==> config.mk <==
export PLATFORM = sky130hd
export DESIGN_NAME = cache_ctrl
export DESIGN_NICKNAME = d
export VERILOG_FILES = /design/src/rtl/cache_pkg.sv /design/src/rtl/cache_ctrl.sv
export SDC_FILE = /design/constraint.sdc
export NUM_CORES = 1
export LEC_CHECK = 0
export BUFFER_PORTS_ARGS = -buffer_cell sky130_fd_sc_hd__clkbuf_2
export CELL_PAD_IN_SITES_DETAIL_PLACEMENT = 0
export CELL_PAD_IN_SITES_GLOBAL_PLACEMENT = 1
export CORE_ASPECT_RATIO = 1.1
export CORE_MARGIN = 1
export CORE_UTILIZATION = 34
export DETAILED_ROUTE_END_ITERATION = 7
export PLACE_DENSITY = 0.88
export SETUP_SLACK_MARGIN = 0.1
export SYNTH_ARGS = -nofsm -noshare
export SYNTH_HDL_FRONTEND = slang
export SYNTH_SLANG_ARGS = --single-unit
==> constraint.sdc <==
create_clock -name clk -period 5.7 [get_ports clk]
set_clock_uncertainty 0.05 [all_clocks]
set_input_delay 1.71 -clock clk [delete_from_list [all_inputs] [get_ports clk]]
set_output_delay 1.71 -clock clk [all_outputs]
set_load 0.005 [all_outputs]
==> src/rtl/cache_pkg.sv <==
// Shared widths, vector types and controller states for the LRU cache
package cache_pkg;

    // Word address width, one address per data word
    localparam int ADDR_W = 8;

    // Data word width
    localparam int DATA_W = 16;

    // Word address as seen by the client, the cache and the backing memory
    typedef logic [ADDR_W-1:0] addr_t;

    // One data word
    typedef logic [DATA_W-1:0] data_t;

    // Request controller states
    // IDLE accepts a request, MEM_WAIT waits on the backing memory and RESP
    // holds the response until the client takes it
    typedef enum logic [1:0] {
        IDLE,
        MEM_WAIT,
        RESP
    } ctrl_state_t;

endpackage
==> src/rtl/cache_ctrl.sv <==
// Request FSM for hits, fills, write-through and the response handshake
`timescale 1ns/1ps

module cache_ctrl import cache_pkg::*; (
    input  logic  clk,
    input  logic  rst,
    input  logic  req_valid,
    input  logic  req_we,
    input  addr_t req_addr,
    input  data_t req_wdata,
    output logic  req_ready,
    output logic  rsp_valid,
    output data_t rsp_rdata,
    output logic  rsp_hit,
    input  logic  rsp_ready,
    output addr_t lookup_addr,
    output logic  upd,
    output data_t upd_data,
    input  logic  hit,
    input  data_t hit_data,
    output logic  mem_req,
    output logic  mem_we,
    output addr_t mem_addr,
    output data_t mem_wdata,
    input  logic  mem_done,
    input  data_t mem_rdata
);

    ctrl_state_t state;
    ctrl_state_t state_next;

    // Captured request for the memory phase
    logic  we_q;
    addr_t addr_q;
    data_t wdata_q;
    // Hit flag seen when the request was accepted
    logic  hit_q;

    logic accept;
    logic fast_hit;

    // Only one request is ever in flight
    assign req_ready = (state == IDLE);
    assign rsp_valid = (state == RESP);
    assign accept    = req_valid && req_ready;

    // Only a read that hits completes without the backing memory
    assign fast_hit = accept && !req_we && hit;

    // While idle the cache looks at the incoming address directly
    assign lookup_addr = (state == IDLE) ? req_addr : addr_q;

    // Memory fields come straight from the request
    // The memory captures them on the mem_req edge
    assign mem_we    = req_we;
    assign mem_addr  = req_addr;
    assign mem_wdata = req_wdata;

    always_comb begin
        state_next = state;
        mem_req    = 1'b0;
        upd        = 1'b0;
        upd_data   = hit_data;
        case (state)
            IDLE: begin
                if (fast_hit) begin
                    // Refresh the hit entry to the youngest position
                    upd        = 1'b1;
                    state_next = RESP;
                end else if (accept) begin
                    // Read miss fetches, write goes through to memory
                    mem_req    = 1'b1;
                    state_next = MEM_WAIT;
                end
            end
            MEM_WAIT: begin
                // A write caches its own data and a read caches the fill word
                upd_data = we_q ? wdata_q : mem_rdata;
                if (mem_done) begin
                    upd        = 1'b1;
                    state_next = RESP;
                end
            end
            RESP: begin
                if (rsp_ready) begin
                    state_next = IDLE;
                end
            end
            default: begin
                state_next = IDLE;
            end
        endcase
    end

    always_ff @(posedge clk or posedge rst) begin
        if (rst) begin
            state <= IDLE;
        end else begin
            state <= state_next;
        end
    end

    // Request capture and response payload
    always_ff @(posedge clk) begin
        if (accept) begin
            we_q    <= req_we;
            addr_q  <= req_addr;
            wdata_q <= req_wdata;
            hit_q   <= hit;
        end
        if (fast_hit) begin
            rsp_rdata <= hit_data;
            rsp_hit   <= 1'b1;
        end else if (state == MEM_WAIT && mem_done) begin
            // For a write the data echoes back with the hit seen on accept
            rsp_rdata <= upd_data;
            rsp_hit   <= hit_q;
        end
    end

endmodule

==> results by group <==
Drt
  – DRC Markers: 0
  – DRT iter0 DRCs: 42
  – Via/cell ratio: 4.30
  – ANT nets after route: 0
  – Drt wl/cell: 11.9 um
  – Vias: 1545
  – WL final: 4260 um
  – 1st-pass router iterations: 4

Logic synthesis
  – Synth cell types: 25
  – Post-synth EDFFs: 42
  – Largest cells by area after synthesis: edfxtp_1 57%, buf_4 8.9%, mux2i_1 7.7%, o21ai_0 4.1%, mux2_2 4.1%
  – Synth Area per Inst: 12.9 um^2
  – Post-synth top area share: 57.4%
  – Post-synth design cell area: between 2000 and 2500 um^2
  – Synthesized instance count: between 150 and 200
  – Synthesized Nets: between 200 and 250
  – Ys flop type: edfxtp_1
  – #FFs+latches synth: 45
  – Sequential area share after synthesis: 60.6%
  – Cell taking the most area after synthesis: edfxtp_1
  – Async SR Flop Fraction: approximately 4.4%
  – Synth warnings: 0

Die
  – Die Y: 86.3 um
  – Site row count: 30
  – DIE AREA: 6790 um^2
  – Initial Util: 35.5%
  – I/O pins: about 130
  – Core area: 6190 um^2
  – Die Wd: 78.6 um

GRT
  – Initial antenna violation count: 0
  – First-pass GRT wire length: 6440 um
  – Largest net degree at the start of global routing: 49
  – Number of global-route vias before repair: 1365
  – Global route total overflow: 0
  – Tot GR Track Use: between 10% and 20%

Final layout
  – Area Overhead vs Synth: 27.4%
  – Fill count: just over 600
  – Commonest non-fill, non-tap cell in the layout: clkbuf_2
  – Nets: 341
  – Most frequent cells in the layout: 132 x clkbuf_2, 42 x edfxtp_1, 18 x o21ai_0, 17 x mux2i_1, 17 x nand2_1
  – Finished layout cell area: 2800 um^2
  – Number of diodes: 0
  – Layout cells sized above 1: 55.2%

Worst setup path
  – Critical Path Fanout Max: 4
  – Critical Path RT: around 4000 ps
  – Setup crit start kind: input pin
  – Worst path arrival time: 2380 ps
  – Setup Crit Path Kind: input pin to primary output
  – CP Capture Type: primary output

Outcome
  – Status: complete, no violations

Timing
  – Slew margin rel.: between 40% and 50%
  – Setup TNS: 0 ps
  – Fmax: 242 MHz
  – Slew @ Worst Pin: 847 ps
  – RSZ-0062 raised after global routing: no
  – Pins Over Slew Limit: 0
  – Final period utilization: 72.6%
  – Final Hold Viols: 0
  – Min Tclk post-route: approximately 4100 ps
  – Final setup viols: 0

Clocking
  – Post-cts sizing count: 0
  – Root buffer cell: clkbuf_8
  – TritonCTS clock tree: built
  – CTS Buf Count: 5
  – Clock sinks: 45
  – Skew-Pair Late Insertion Delay: 290 ps
  – Post-CTS setup buffers: 0
  – Reg clk slew, reported paths: 80 ps
  – H-tree depth: 2
  – Clk buf depth: 2
  – CTS Hold Buffers Added: 0

Place
  – Gp weighted congestion: 0.766
  – Port bufs: 132
  – Placed Area: approximately 2700 um^2

Pwr
  – PwrDens: just over 400 nW/um^2
  – Lkg Pwr: 1.31 nW
  – Total Power: 1.15 mW
  – Worst vdd ir: ~0.18 mV

Worst hold path
  – Worst hold path class: flop to flop

Run
  – Maxcap violations: 0
layer usage:
| layer | vias to the layer above | track usage [%] | routed length [um] |
|---|---|---|---|
| li1 | 811 | - | - |
| met1 | 660 | 15.3 | 1780 |
| met2 | 70 | 20.9 | 2110 |
| met3 | 4 | 3.47 | 295 |
| met4 | 0 | 5.72 | 68 |
| met5 | - | 0 | 0 |
worst max-delay path, cell delays in order:
cell,delay (ps)
clkbuf_2,80
nor2b_1,240
a22oi_1,120
nor2_1,100
clkbuf_2,120
sequential cells by signal (all words and copies together), names as in the netlist:
register / count
addr_q: 8
hit_q: 1
rsp_hit: 1
rsp_rdata: 16
state: 2
wdata_q: 16
we_q: 1
cell usage after synthesis (all sizes together) (2+ instances only):
master and number:
nand2b 2, clkbuf 2, nand2 17, o21ai 32
dfrtp 2, nor2 4, inv 2, mux2i 17
nor2b 2, edfxtp 42, mux2 8, buf 31
final timing paths:
| path | start | endpoint | slack, ps | cells after the start |
|---|---|---|---|---|
| worst max register to register | state[0]$_DFFE_PP0P_ | wdata_q[1]$_DFFE_PN_ | 3600 | 3 |
| max in group asynchronous | rst | state[0]$_DFFE_PP0P_ | 4310 | 2 |
| worst max-delay path | hit | upd | 1560 | 5 |
| worst min register to register | hit_q$_DFFE_PN_ | rsp_hit$_SDFFE_PP1P_ | 430 | 2 |
| min in group asynchronous | rst | state[1]$_DFFE_PP0P_ | 1190 | 2 |
| worst min-delay path | hit_q$_DFFE_PN_ | rsp_hit$_SDFFE_PP1P_ | 430 | 2 |
power by group:
part	internal [mW]	leakage (nW)	total (mW)	switching [mW]
logic	0.205	0.840	0.444	0.239
clock network	0.0864	0.0374	0.189	0.103
registers	0.479	0.428	0.520	0.0409
total	0.770	1.31	1.15	0.383
cells by family after synthesis:
kind of cell | share of synthesized area, %
and+or+nand+nor | 6.38
muxes | 11.8
AOI/OAI and AO/OA | 8.94
DFF | 60.6
buffers and inverters | 12.2
per-stage QoR:
step,setup WS (ps),utilization (%),hold slack (ps),cells
5_1_grt,1430,45.2,480,359
6_report,1560,45.2,425,359
3_5_place_dp,1550,43.8,412,351
2_1_floorplan,1320,-,383,170
3_3_place_gp,1580,43.8,416,351
4_1_cts,1540,45.2,434,359
final cells by class:
| class | instances | area [um^2] | area share, % |
|---|---|---|---|
| Clock inverter | 2 | 15.0 | 0.536 |
| Timing Repair Buffer | 134 | 676 | 24.1 |
| Multi-Input combinational cell | 90 | 597 | 21.3 |
| Sequential cell | 45 | 1330 | 47.6 |
| Inverter | 2 | 7.51 | 0.268 |
| Tap cell | 80 | 100 | 3.58 |
| Clock buffer | 6 | 72.6 | 2.59 |
Power figures use the tool's default switching activity.
