==> src/rtl/cache_pkg.sv <==
// Shared widths, vector types and controller states for the LRU cache
package cache_pkg;

    // Word address width, one address per data word
    localparam int ADDR_W = 8;

    // Data word width
    localparam int DATA_W = 16;

    // Word address as seen by the client, the cache and the backing memory
    typedef logic [ADDR_W-1:0] addr_t;

    // One data word
    typedef logic [DATA_W-1:0] data_t;

    // Request controller states
    // IDLE accepts a request, MEM_WAIT waits on the backing memory and RESP
    // holds the response until the client takes it
    typedef enum logic [1:0] {
        IDLE,
        MEM_WAIT,
        RESP
    } ctrl_state_t;

endpackage
==> src/rtl/lru_cache.sv <==
// Fully associative lookup with LRU ordering kept by entry position
`timescale 1ns/1ps

module lru_cache import cache_pkg::*; #(
    parameter int CELL_CNT = 4
) (
    input  logic  clk,
    input  logic  rst,
    input  addr_t lookup_addr,
    input  logic  upd,
    input  data_t upd_data,
    output logic  hit,
    output data_t hit_data
);

    // Each entry is {valid, address, data} with the valid bit on top
    localparam int ENTRY_W = 1 + ADDR_W + DATA_W;

    logic [CELL_CNT*ENTRY_W-1:0] store_q;
    logic [ENTRY_W-1:0]          entry [CELL_CNT];
    logic [CELL_CNT-1:0]         match;
    logic [CELL_CNT-1:0]         age_mask;
    logic [CELL_CNT-1:0]         en;
    logic [ENTRY_W-1:0]          shift_in;

    // Unpack the store into one word per age position
    for (genvar g = 0; g < CELL_CNT; g++) begin : g_unpack
        assign entry[g] = store_q[g*ENTRY_W +: ENTRY_W];
    end

    // Compare the lookup address against every valid entry
    always_comb begin
        for (int i = 0; i < CELL_CNT; i++) begin
            match[i] = entry[i][ENTRY_W-1] &&
                       (entry[i][DATA_W +: ADDR_W] == lookup_addr);
        end
    end

    // An address is stored at most once, so at most one match bit is set
    assign hit = |match;

    always_comb begin
        hit_data = '0;
        for (int i = 0; i < CELL_CNT; i++) begin
            if (match[i]) begin
                hit_data = entry[i][DATA_W-1:0];
            end
        end
    end

    // Mark the hit position and every position younger than it
    // Sweeping from the oldest end, a bit stays set once the match is passed
    always_comb begin : p_age_mask
        logic seen;
        seen = 1'b0;
        for (int i = CELL_CNT - 1; i >= 0; i--) begin
            seen        = seen | match[i];
            age_mask[i] = seen;
        end
    end

    // A hit at position j shifts only 0..j, overwriting the old copy at j
    // A miss shifts everything and drops the oldest entry off the end
    always_comb begin
        if (!upd) begin
            en = '0;
        end else if (hit) begin
            en = age_mask;
        end else begin
            en = '1;
        end
    end

    // The accessed address always re-enters as the youngest valid entry
    assign shift_in = {1'b1, lookup_addr, upd_data};

    lru_shift_store #(
        .DEPTH (CELL_CNT),
        .WIDTH (ENTRY_W)
    ) store_i (
        .clk      (clk),
        .rst      (rst),
        .en       (en),
        .d        (shift_in),
        .q_packed (store_q)
    );

endmodule

==> src/rtl/lru_shift_store.sv <==
// Word-wide shift register with a separate load enable for every position
`timescale 1ns/1ps

module lru_shift_store #(
    parameter int DEPTH = 4,
    parameter int WIDTH = 8
) (
    input  logic                   clk,
    input  logic                   rst,
    input  logic [DEPTH-1:0]       en,
    input  logic [WIDTH-1:0]       d,
    output logic [DEPTH*WIDTH-1:0] q_packed
);

    // Position 0 holds the youngest word and DEPTH-1 the oldest
    logic [WIDTH-1:0] q [DEPTH];

    // Next value each position would take when its enable is set
    logic [WIDTH-1:0] d_pos [DEPTH];

    always_comb begin
        // The new word enters at the front
        d_pos[0] = d;
        // Every other position takes the word one step younger than itself
        for (int i = 1; i < DEPTH; i++) begin
            d_pos[i] = q[i-1];
        end
    end

    always_ff @(posedge clk or posedge rst) begin
        if (rst) begin
            // An all-zero word is an invalid entry
            for (int i = 0; i < DEPTH; i++) begin
                q[i] <= '0;
            end
        end else begin
            for (int i = 0; i < DEPTH; i++) begin
                if (en[i]) begin
                    q[i] <= d_pos[i];
                end
            end
        end
    end

    // Flatten the positions so the parent can slice them by index
    for (genvar g = 0; g < DEPTH; g++) begin : g_pack
        assign q_packed[g*WIDTH +: WIDTH] = q[g];
    end

endmodule

==> config.mk <==
export PLATFORM = sky130hd
export DESIGN_NAME = lru_cache
export DESIGN_NICKNAME = d
export VERILOG_FILES = /design/src/rtl/cache_pkg.sv /design/src/rtl/lru_cache.sv /design/src/rtl/lru_shift_store.sv
export SDC_FILE = /design/constraint.sdc
export NUM_CORES = 1
export LEC_CHECK = 0
export ABC_AREA = 1
export BUFFER_PORTS_ARGS = -buffer_cell sky130_fd_sc_hd__buf_2
export CORE_MARGIN = 4
export CORE_UTILIZATION = 55
export CTS_CLUSTER_DIAMETER = 150
export DETAILED_ROUTE_END_ITERATION = 8
export HOLD_SLACK_MARGIN = 0.1
export PLACE_DENSITY_LB_ADDON = 0.1
export SETUP_SLACK_MARGIN = 0.15
export SYNTH_ARGS = -nofsm -noshare
export SYNTH_HDL_FRONTEND = slang
export SYNTH_SLANG_ARGS = --single-unit
==> constraint.sdc <==
create_clock -name clk -period 3.75 [get_ports clk]
set_clock_uncertainty 0.05 [all_clocks]
set_input_delay 0 -clock clk [delete_from_list [all_inputs] [get_ports clk]]
set_output_delay 0 -clock clk [all_outputs]
set_load 0.01 [all_outputs]
==> results of run 1 <==
-- area by class of cell --
type | count | area, um^2 | area share [%]
inverter | 75 | 284 | 4.67
timing repair buffer | 70 | 483 | 7.94
clock inverter | 7 | 91.3 | 1.50
clock buffer | 9 | 124 | 2.04
multi-input combinational | 529 | 2430 | 40.0
sequential | 100 | 2500 | 41.2
tap | 129 | 161 | 2.65
-- layout by cell type (no fill, tap or decap), types with 2 or more instances in the layout --
master         netlist  final
nand2_2              5      5
dlygate4sd3_1        0     25
nor2_4               2      2
clkinv_2             0      3
nand2_4              2      2
nand2_1            296    296
o21ai_0             40     40
bufinv_16            0      2
clkbuf_8             0      9
a21oi_1             17     17
dfrtp_1            100    100
or2_1                2      2
xnor2_1              4      4
inv_2                6      6
nand3_1             95     95
nand3_2              2      2
nand3b_1             2      2
a21boi_1             2      2
buf_4                2      3
nor2_1              34     34
nand4_1              6      6
buf_2                7     42
or2_2                2      2
inv_1               69     68
mux2_2               9      9
-- through the flow --
| stage | std cells | utilization (%) | setup WS, ns |
|---|---|---|---|
| after detailed placement | 878 | 59.6 | 1.17 |
| after global routing | 919 | 64.6 | 0.758 |
| after global placement | 878 | 59.6 | 1.17 |
| after floorplan | 737 | - | 1.08 |
| final | 919 | 64.6 | 1.01 |
| after CTS | 919 | 64.6 | 1.01 |
-- critical path: stages --
cell           delay [ns]
dlygate4sd3_1        0.53
buf_2                0.16
inv_1                0.19
o21ai_0              0.11
nor2_1               0.09
nand3b_1             0.09
nor2_1               0.37
inv_1                0.53
nand2_1              0.20
inv_1                0.05
a21oi_1              0.19
buf_2                0.17
-- worst max-delay path by stage --
stage / start / slack, ns / endpoint
floorplan: rst / 1.08 / store_i.q_packed[0]
global placement: store_i.q_packed[43] / 1.17 / store_i.q_packed[79]
detailed placement: store_i.q_packed[43] / 1.17 / store_i.q_packed[88]
CTS: lookup_addr[2] / 1.01 / hit_data[12]
global route: lookup_addr[2] / 0.76 / hit_data[2]
finish: lookup_addr[2] / 1.01 / hit_data[12]
-- kinds of logic after synthesis --
kind of cell              synth area share [%]
and+or+nand+nor                           36.3
muxes                                     1.88
xor gates and xnor gates                 0.810
AOI/OAI and AO/OA                         6.07
DFF                                       46.3
buffers and inverters                     8.64
-- power by group through the flow --
stage	clock network (mW)	registers [mW]	logic (mW)
2_1_floorplan	0	1.32	0.304
3_5_place_dp	0	1.36	0.386
5_1_grt	0.808	1.36	0.464
3_3_place_gp	0	1.35	0.376
6_report	0.751	1.34	0.405
4_1_cts	0.773	1.34	0.407
-- routing by layer --
layer | up-vias | wire length (um) | track usage [%]
li1 | 2409 | - | -
met1 | 2201 | 6890 | 40.4
met2 | 140 | 5660 | 34.5
met3 | 11 | 979 | 4.88
met4 | 0 | 132 | 6.21
met5 | - | 0 | 0
-- what timing repair did --
item | in CTS | in global routing
setup endpoints to repair | 0 | 0
endpoints found under the hold margin | 102 | 0
hold buffers | 25 | 0
buffers inserted | 0 | 0
==> run summary, run 1 <==
Layout cell share with drive strength beyond 1 = 12.0%
Post-synth EDFFs = 0
Hold Startpoint = upd
Ys async rst share = 100%
Synthesized flop and latch total = 100
Max reg flops = 100
Post-layout total power = 2.50 mW
Final WL = 13.7 mm
Synth cell types = 33
Final min period = 2.74 ns
Top-count cell post-synth = nand2_1
Vias per std cell = 5.18
CTS sink cnt = 100
I/O pins = 44
Synth top area share = 46.3%
Pins Over Slew Limit = 0
Arrival @ worst endpoint = 2.69 ns
Nature of the critical path startpoint = primary input
Slew HR = 34.9%
Mapped Cells = 737
Slew @ Worst Pin = 0.976 ns
CP required = 3.70 ns
Largest net degree at the start of global routing = 80
Ys Warns = 0
Die area = 0.0115 mm^2
# rows = 35
Reg-to-reg endpoint = store_i.q_packed[79]
Reg2reg start = store_i.q_packed[43]
ANT cells = 0
VDD IR max = 0.000311 V
Synth cell count leaders = nand2_1 (296), dfrtp_1 (100), nand3_1 (95), inv_1 (69), o21ai_0 (40)
Critical path class = in2out
Initial core utilization = 57.4%
Syn Nets = 764
Worst Hold End = store_i.q_packed[11]
Final setup viols = 0
Seq pwr share = 53.7%
HPWL Detailed = 9.60 mm
First-pass GRT wire length = 22.6 mm
Max Cap Viol = 0
Clock power share = 30.1%
Router iterations before antenna repair = 5
Leak = 3.27 nW
P_int = 1.75 mW
WL/cell = 14.9 um
R2r worst-path depth = 9
R2R Setup Slk = 1.15 ns
CTS Root Cell = clkbuf_8
Area Growth Syn to Fin = 12.5%
Core Region = 0.00942 mm^2
Syn Area/Cell = 7.33 um^2
Post-CTS Resized = 0
Post-DRT Antenna Nets = 0
Yosys top cell by area = dfrtp_1
DR DRC count = 0
CTS tree = built
Final nets = 812
Combinational cell fraction of total power = 16.2%
Vias in the first global route = 4374
Main area contributors after synthesis = dfrtp_1 (46%), nand2_1 (21%), nand3_1 (8.8%), inv_1 (4.8%), o21ai_0 (3.7%)
Via count = 4761
Worst-skew pair later-pin latency = 0.37 ns
Crit-path max FO = 32
Hold Crit Class = in2reg
Iter 0 DRT Violations = 358
Hold Worst Slack = 0.127 ns
Pwr Density = 410 mW/mm^2
Register area share after synthesis = 46.3%
Status = completed
RSZ-0062 raised after global routing = false
Hold path depth = 3
TritonCTS buffer count = 9
Fill count = 866
Mapped cell area = 0.00540 mm^2
Final hold violation count = 0
Final GP Congestion = 0.942
Clock tree buffer depth = 2
Critical path endpoint category = output pin
Setup TNS = 0 ns
I/O Buffers = 43
Crit share post-route = 73.2%
Most common flop cell mapped by yosys = dfrtp_1
Tot GR Track Use = 25.2%
F_max = 364 MHz
Htree depth = 3
Initial antenna violation count = 0
Die H = 107 um
CTS clk-pin slew, worst paths = 0.09 ns
Grt ovf = 0
Placed Area = 0.00562 mm^2
Psw = 0.745 mW
Die extent in x = 107 um
Post-layout instance area = 0.00608 mm^2
Switching power share of the total = 29.9%
Note: power is estimated with default switching activity, not from simulation.
==> run 2: changes to the inputs <==
--- a/config.mk
+++ b/config.mk
@@ -5,10 +5,10 @@
 export SDC_FILE = /design/constraint.sdc
 export NUM_CORES = 1
 export LEC_CHECK = 0
-export ABC_AREA = 1
+export ABC_AREA = 0
 export BUFFER_PORTS_ARGS = -buffer_cell sky130_fd_sc_hd__buf_2
 export CORE_MARGIN = 4
-export CORE_UTILIZATION = 55
+export CORE_UTILIZATION = 54
 export CTS_CLUSTER_DIAMETER = 150
 export DETAILED_ROUTE_END_ITERATION = 8
 export HOLD_SLACK_MARGIN = 0.1
==> constraint.sdc (replaced) <==
create_clock -name clk -period 2.35 [get_ports clk]
set_clock_uncertainty 0.05 [all_clocks]
set_input_delay 0 -clock clk [delete_from_list [all_inputs] [get_ports clk]]
set_output_delay 0 -clock clk [all_outputs]
set_load 0.01 [all_outputs]
==> run summary, run 2 <==
Status = finished with violations
Violated checks = negative setup slack
Critical path endpoint category = flip-flop
CP required = 2.54 ns
CTS clk-pin slew, worst paths = 0.10 ns
Slew @ Worst Pin = 0.614 ns
Largest net degree at the start of global routing = 101
Final setup viols = 19
Syn Area/Cell = 12.2 um^2
I/O pins = 44
Synth top area share = 51.0%
# rows = 34
Syn Nets = 428
Die H = 103 um
Vias in the first global route = 3367
Commonest non-fill, non-tap cells in the layout = dfrtp_1 (100), mux2_2 (46), buf_2 (43)
Crit share post-route = 103%
Arrival @ worst endpoint = 2.60 ns
Layout cell share with drive strength beyond 1 = 44.6%
P_int = 3.00 mW
Post-synth EDFFs = 0
CTS sink cnt = 100
RSZ-0062 raised after global routing = true
Hold Crit Class = in2reg
Area Growth Syn to Fin = 28.0%
Mapped cell area = 0.00491 mm^2
Worst-skew pair later-pin latency = 0.36 ns
Die extent in x = 103 um
Crit path cell chain = xnor2_1 -> nand4_1 -> nor3_4 -> buf_4 -> buf_6 -> buf_6 -> nor3b_4 -> o21ai_4 -> clkbuf_16 -> mux2_4
R2r worst-path depth = 10
Psw = 1.21 mW
DR DRC count = 0
Most common flop cell mapped by yosys = dfrtp_1
CTS tree = built
Fill count = 614
Placed Area = 0.00526 mm^2
Max reg flops = 100
Leading cell type in the layout, fill and taps excluded = dfrtp_1
HPWL Detailed = 6.33 mm
Iter 0 DRT Violations = 85
Slew HR = 59.1%
Final WL = 11.0 mm
Initial antenna violation count = 0
Post-layout instance area = 0.00628 mm^2
First-pass GRT wire length = 17.3 mm
CTS Root Cell = clkbuf_8
TritonCTS buffer count = 9
Top-count cell post-synth = dfrtp_1
Critical path's slowest cell = dfrtp_1
VDD IR max = 0.000374 V
Crit-path max FO = 6
Post-layout total power = 4.21 mW
Synth cell types = 34
Router iterations before antenna repair = 4
Register area share after synthesis = 51.0%
Max Cap Viol = 0
Core Region = 0.00876 mm^2
Final setup margin = -0.0631 ns
Final hold violation count = 0
Pwr Density = 669 mW/mm^2
Pins Over Slew Limit = 0
Synth cell count leaders = dfrtp_1 (100), mux2_2 (52), nand2_1 (36), nor2_1 (32), xnor2_1 (25)
Final nets = 515
Post-DRT Antenna Nets = 0
Clock tree buffer depth = 2
Main area contributors after synthesis = dfrtp_1 (51%), mux2_2 (12%), mux2_4 (6.1%), xnor2_1 (4.5%), a22o_1 (2.9%)
Nature of the critical path startpoint = flip-flop
ANT cells = 0
Combinational cell fraction of total power = 22.0%
Final GP Congestion = 0.761
I/O Buffers = 43
Hold path depth = 3
Yosys top cell by area = dfrtp_1
Critical path class = reg2reg
Via count = 3322
Worst path max stage delay = 0.41 ns
Htree depth = 3
Die area = 0.0107 mm^2
Clock power share = 24.6%
Ys async rst share = 100%
Switching power share of the total = 28.8%
Seq pwr share = 53.4%
Mapped Cells = 401
Cell mode on critical path = buf_6
WL/cell = 18.3 um
Ys Warns = 0
Leak = 2.90 nW
Initial core utilization = 56.0%
Tot GR Track Use = 21.1%
Final min period = 2.41 ns
Vias per std cell = 5.53
F_max = 414 MHz
Grt ovf = 0
Synthesized flop and latch total = 100
run 2: cell types whose count changed after synthesis, sizes merged, moves of 18 or more:
cell / before / now
a21oi: 18 / 0
inv: 75 / 17
mux2: 9 / 83
nand2: 304 / 36
nand3: 98 / 4
o21ai: 40 / 18
xnor2: 4 / 25
run 2: cell families (layout without fill, tap and decap cells):
group | after synthesis | in the layout | synth area share [%]
DFF | 100 | 100 | 51.0
buffers and inverters | 46 | 138 | 5.17
AOI/OAI and AO/OA | 51 | 51 | 8.44
muxes | 83 | 83 | 20.6
and+or+nand+nor | 89 | 89 | 8.97
xor gates and xnor gates | 32 | 32 | 5.86
run 2: path summary, 6_finish.rpt:
path	from	end	slack [ns]
setup / recovery	store_i.q_packed[44]	store_i.q_packed[93]	-0.06
hold / removal	upd	store_i.q_packed[11]	0.12
setup reg to reg	store_i.q_packed[44]	store_i.q_packed[93]	-0.06
hold reg to reg	store_i.q_packed[13]	store_i.q_packed[38]	0.46
max in group asynchronous	rst	store_i.q_packed[32]	1.58
min in group asynchronous	rst	store_i.q_packed[17]	0.29
run 2: per-stage QoR:
stage                     setup slack [ns]  hold slack (ns)  utilization (%)  cells  TNS, ns
after floorplan                      0.152           0.0710                -    401        0
after global placement               0.143            0.149             60.0    541        0
after detailed placement             0.112            0.148             60.0    541        0
after CTS                          -0.0272            0.102             66.8    589   -0.157
after global routing                -0.197            0.173             71.7    601    -6.05
final                              -0.0631            0.125             71.7    601   -0.692
run 2: critical path: cells and delay by family, from the launching register on:
family	cells	cell delay [ns]
buffers and inverters	4	0.57
flip-flops	1	0.41
XOR/XNOR	1	0.16
AND/OR/NAND/NOR	3	0.51
multiplexers	1	0.30
AO/OA/AOI/OAI	1	0.29
run 2: final cells by class:
class | count | area [um^2] | share of cell area [%]
sequential | 100 | 2500 | 39.8
multi-input combinational | 255 | 2450 | 39.1
timing repair buffer | 105 | 941 | 15.0
clock buffer | 10 | 138 | 2.19
tap | 108 | 135 | 2.15
inverter | 17 | 67.6 | 1.08
clock inverter | 6 | 46.3 | 0.737
run 2: layer usage:
metal  track usage, %  routed length, um  up-vias
met5                0                  0        -
met1             28.9               5050     1688
met3             3.89                378       11
li1                 -                  -     1553
met4             5.78                146        0
met2             34.8               5430       70
run 2: timing repair:
action	CTS	global route
hold buffers	25	0
gates resized for setup	35	60
buffers inserted	6	8
setup endpoints to repair	49	91
gates cloned	1	4
pin swaps	6	24
endpoints found under the hold margin	124	0
run 2: power groups by stage:
stage,Combinational (mW),Clock (mW),Sequential [mW]
6_report,0.924,1.03,2.25
5_1_grt,1.01,1.14,2.28
4_1_cts,0.838,1.07,2.23
3_5_place_dp,0.750,0,2.25
3_3_place_gp,0.723,0,2.24
2_1_floorplan,0.617,0,2.19
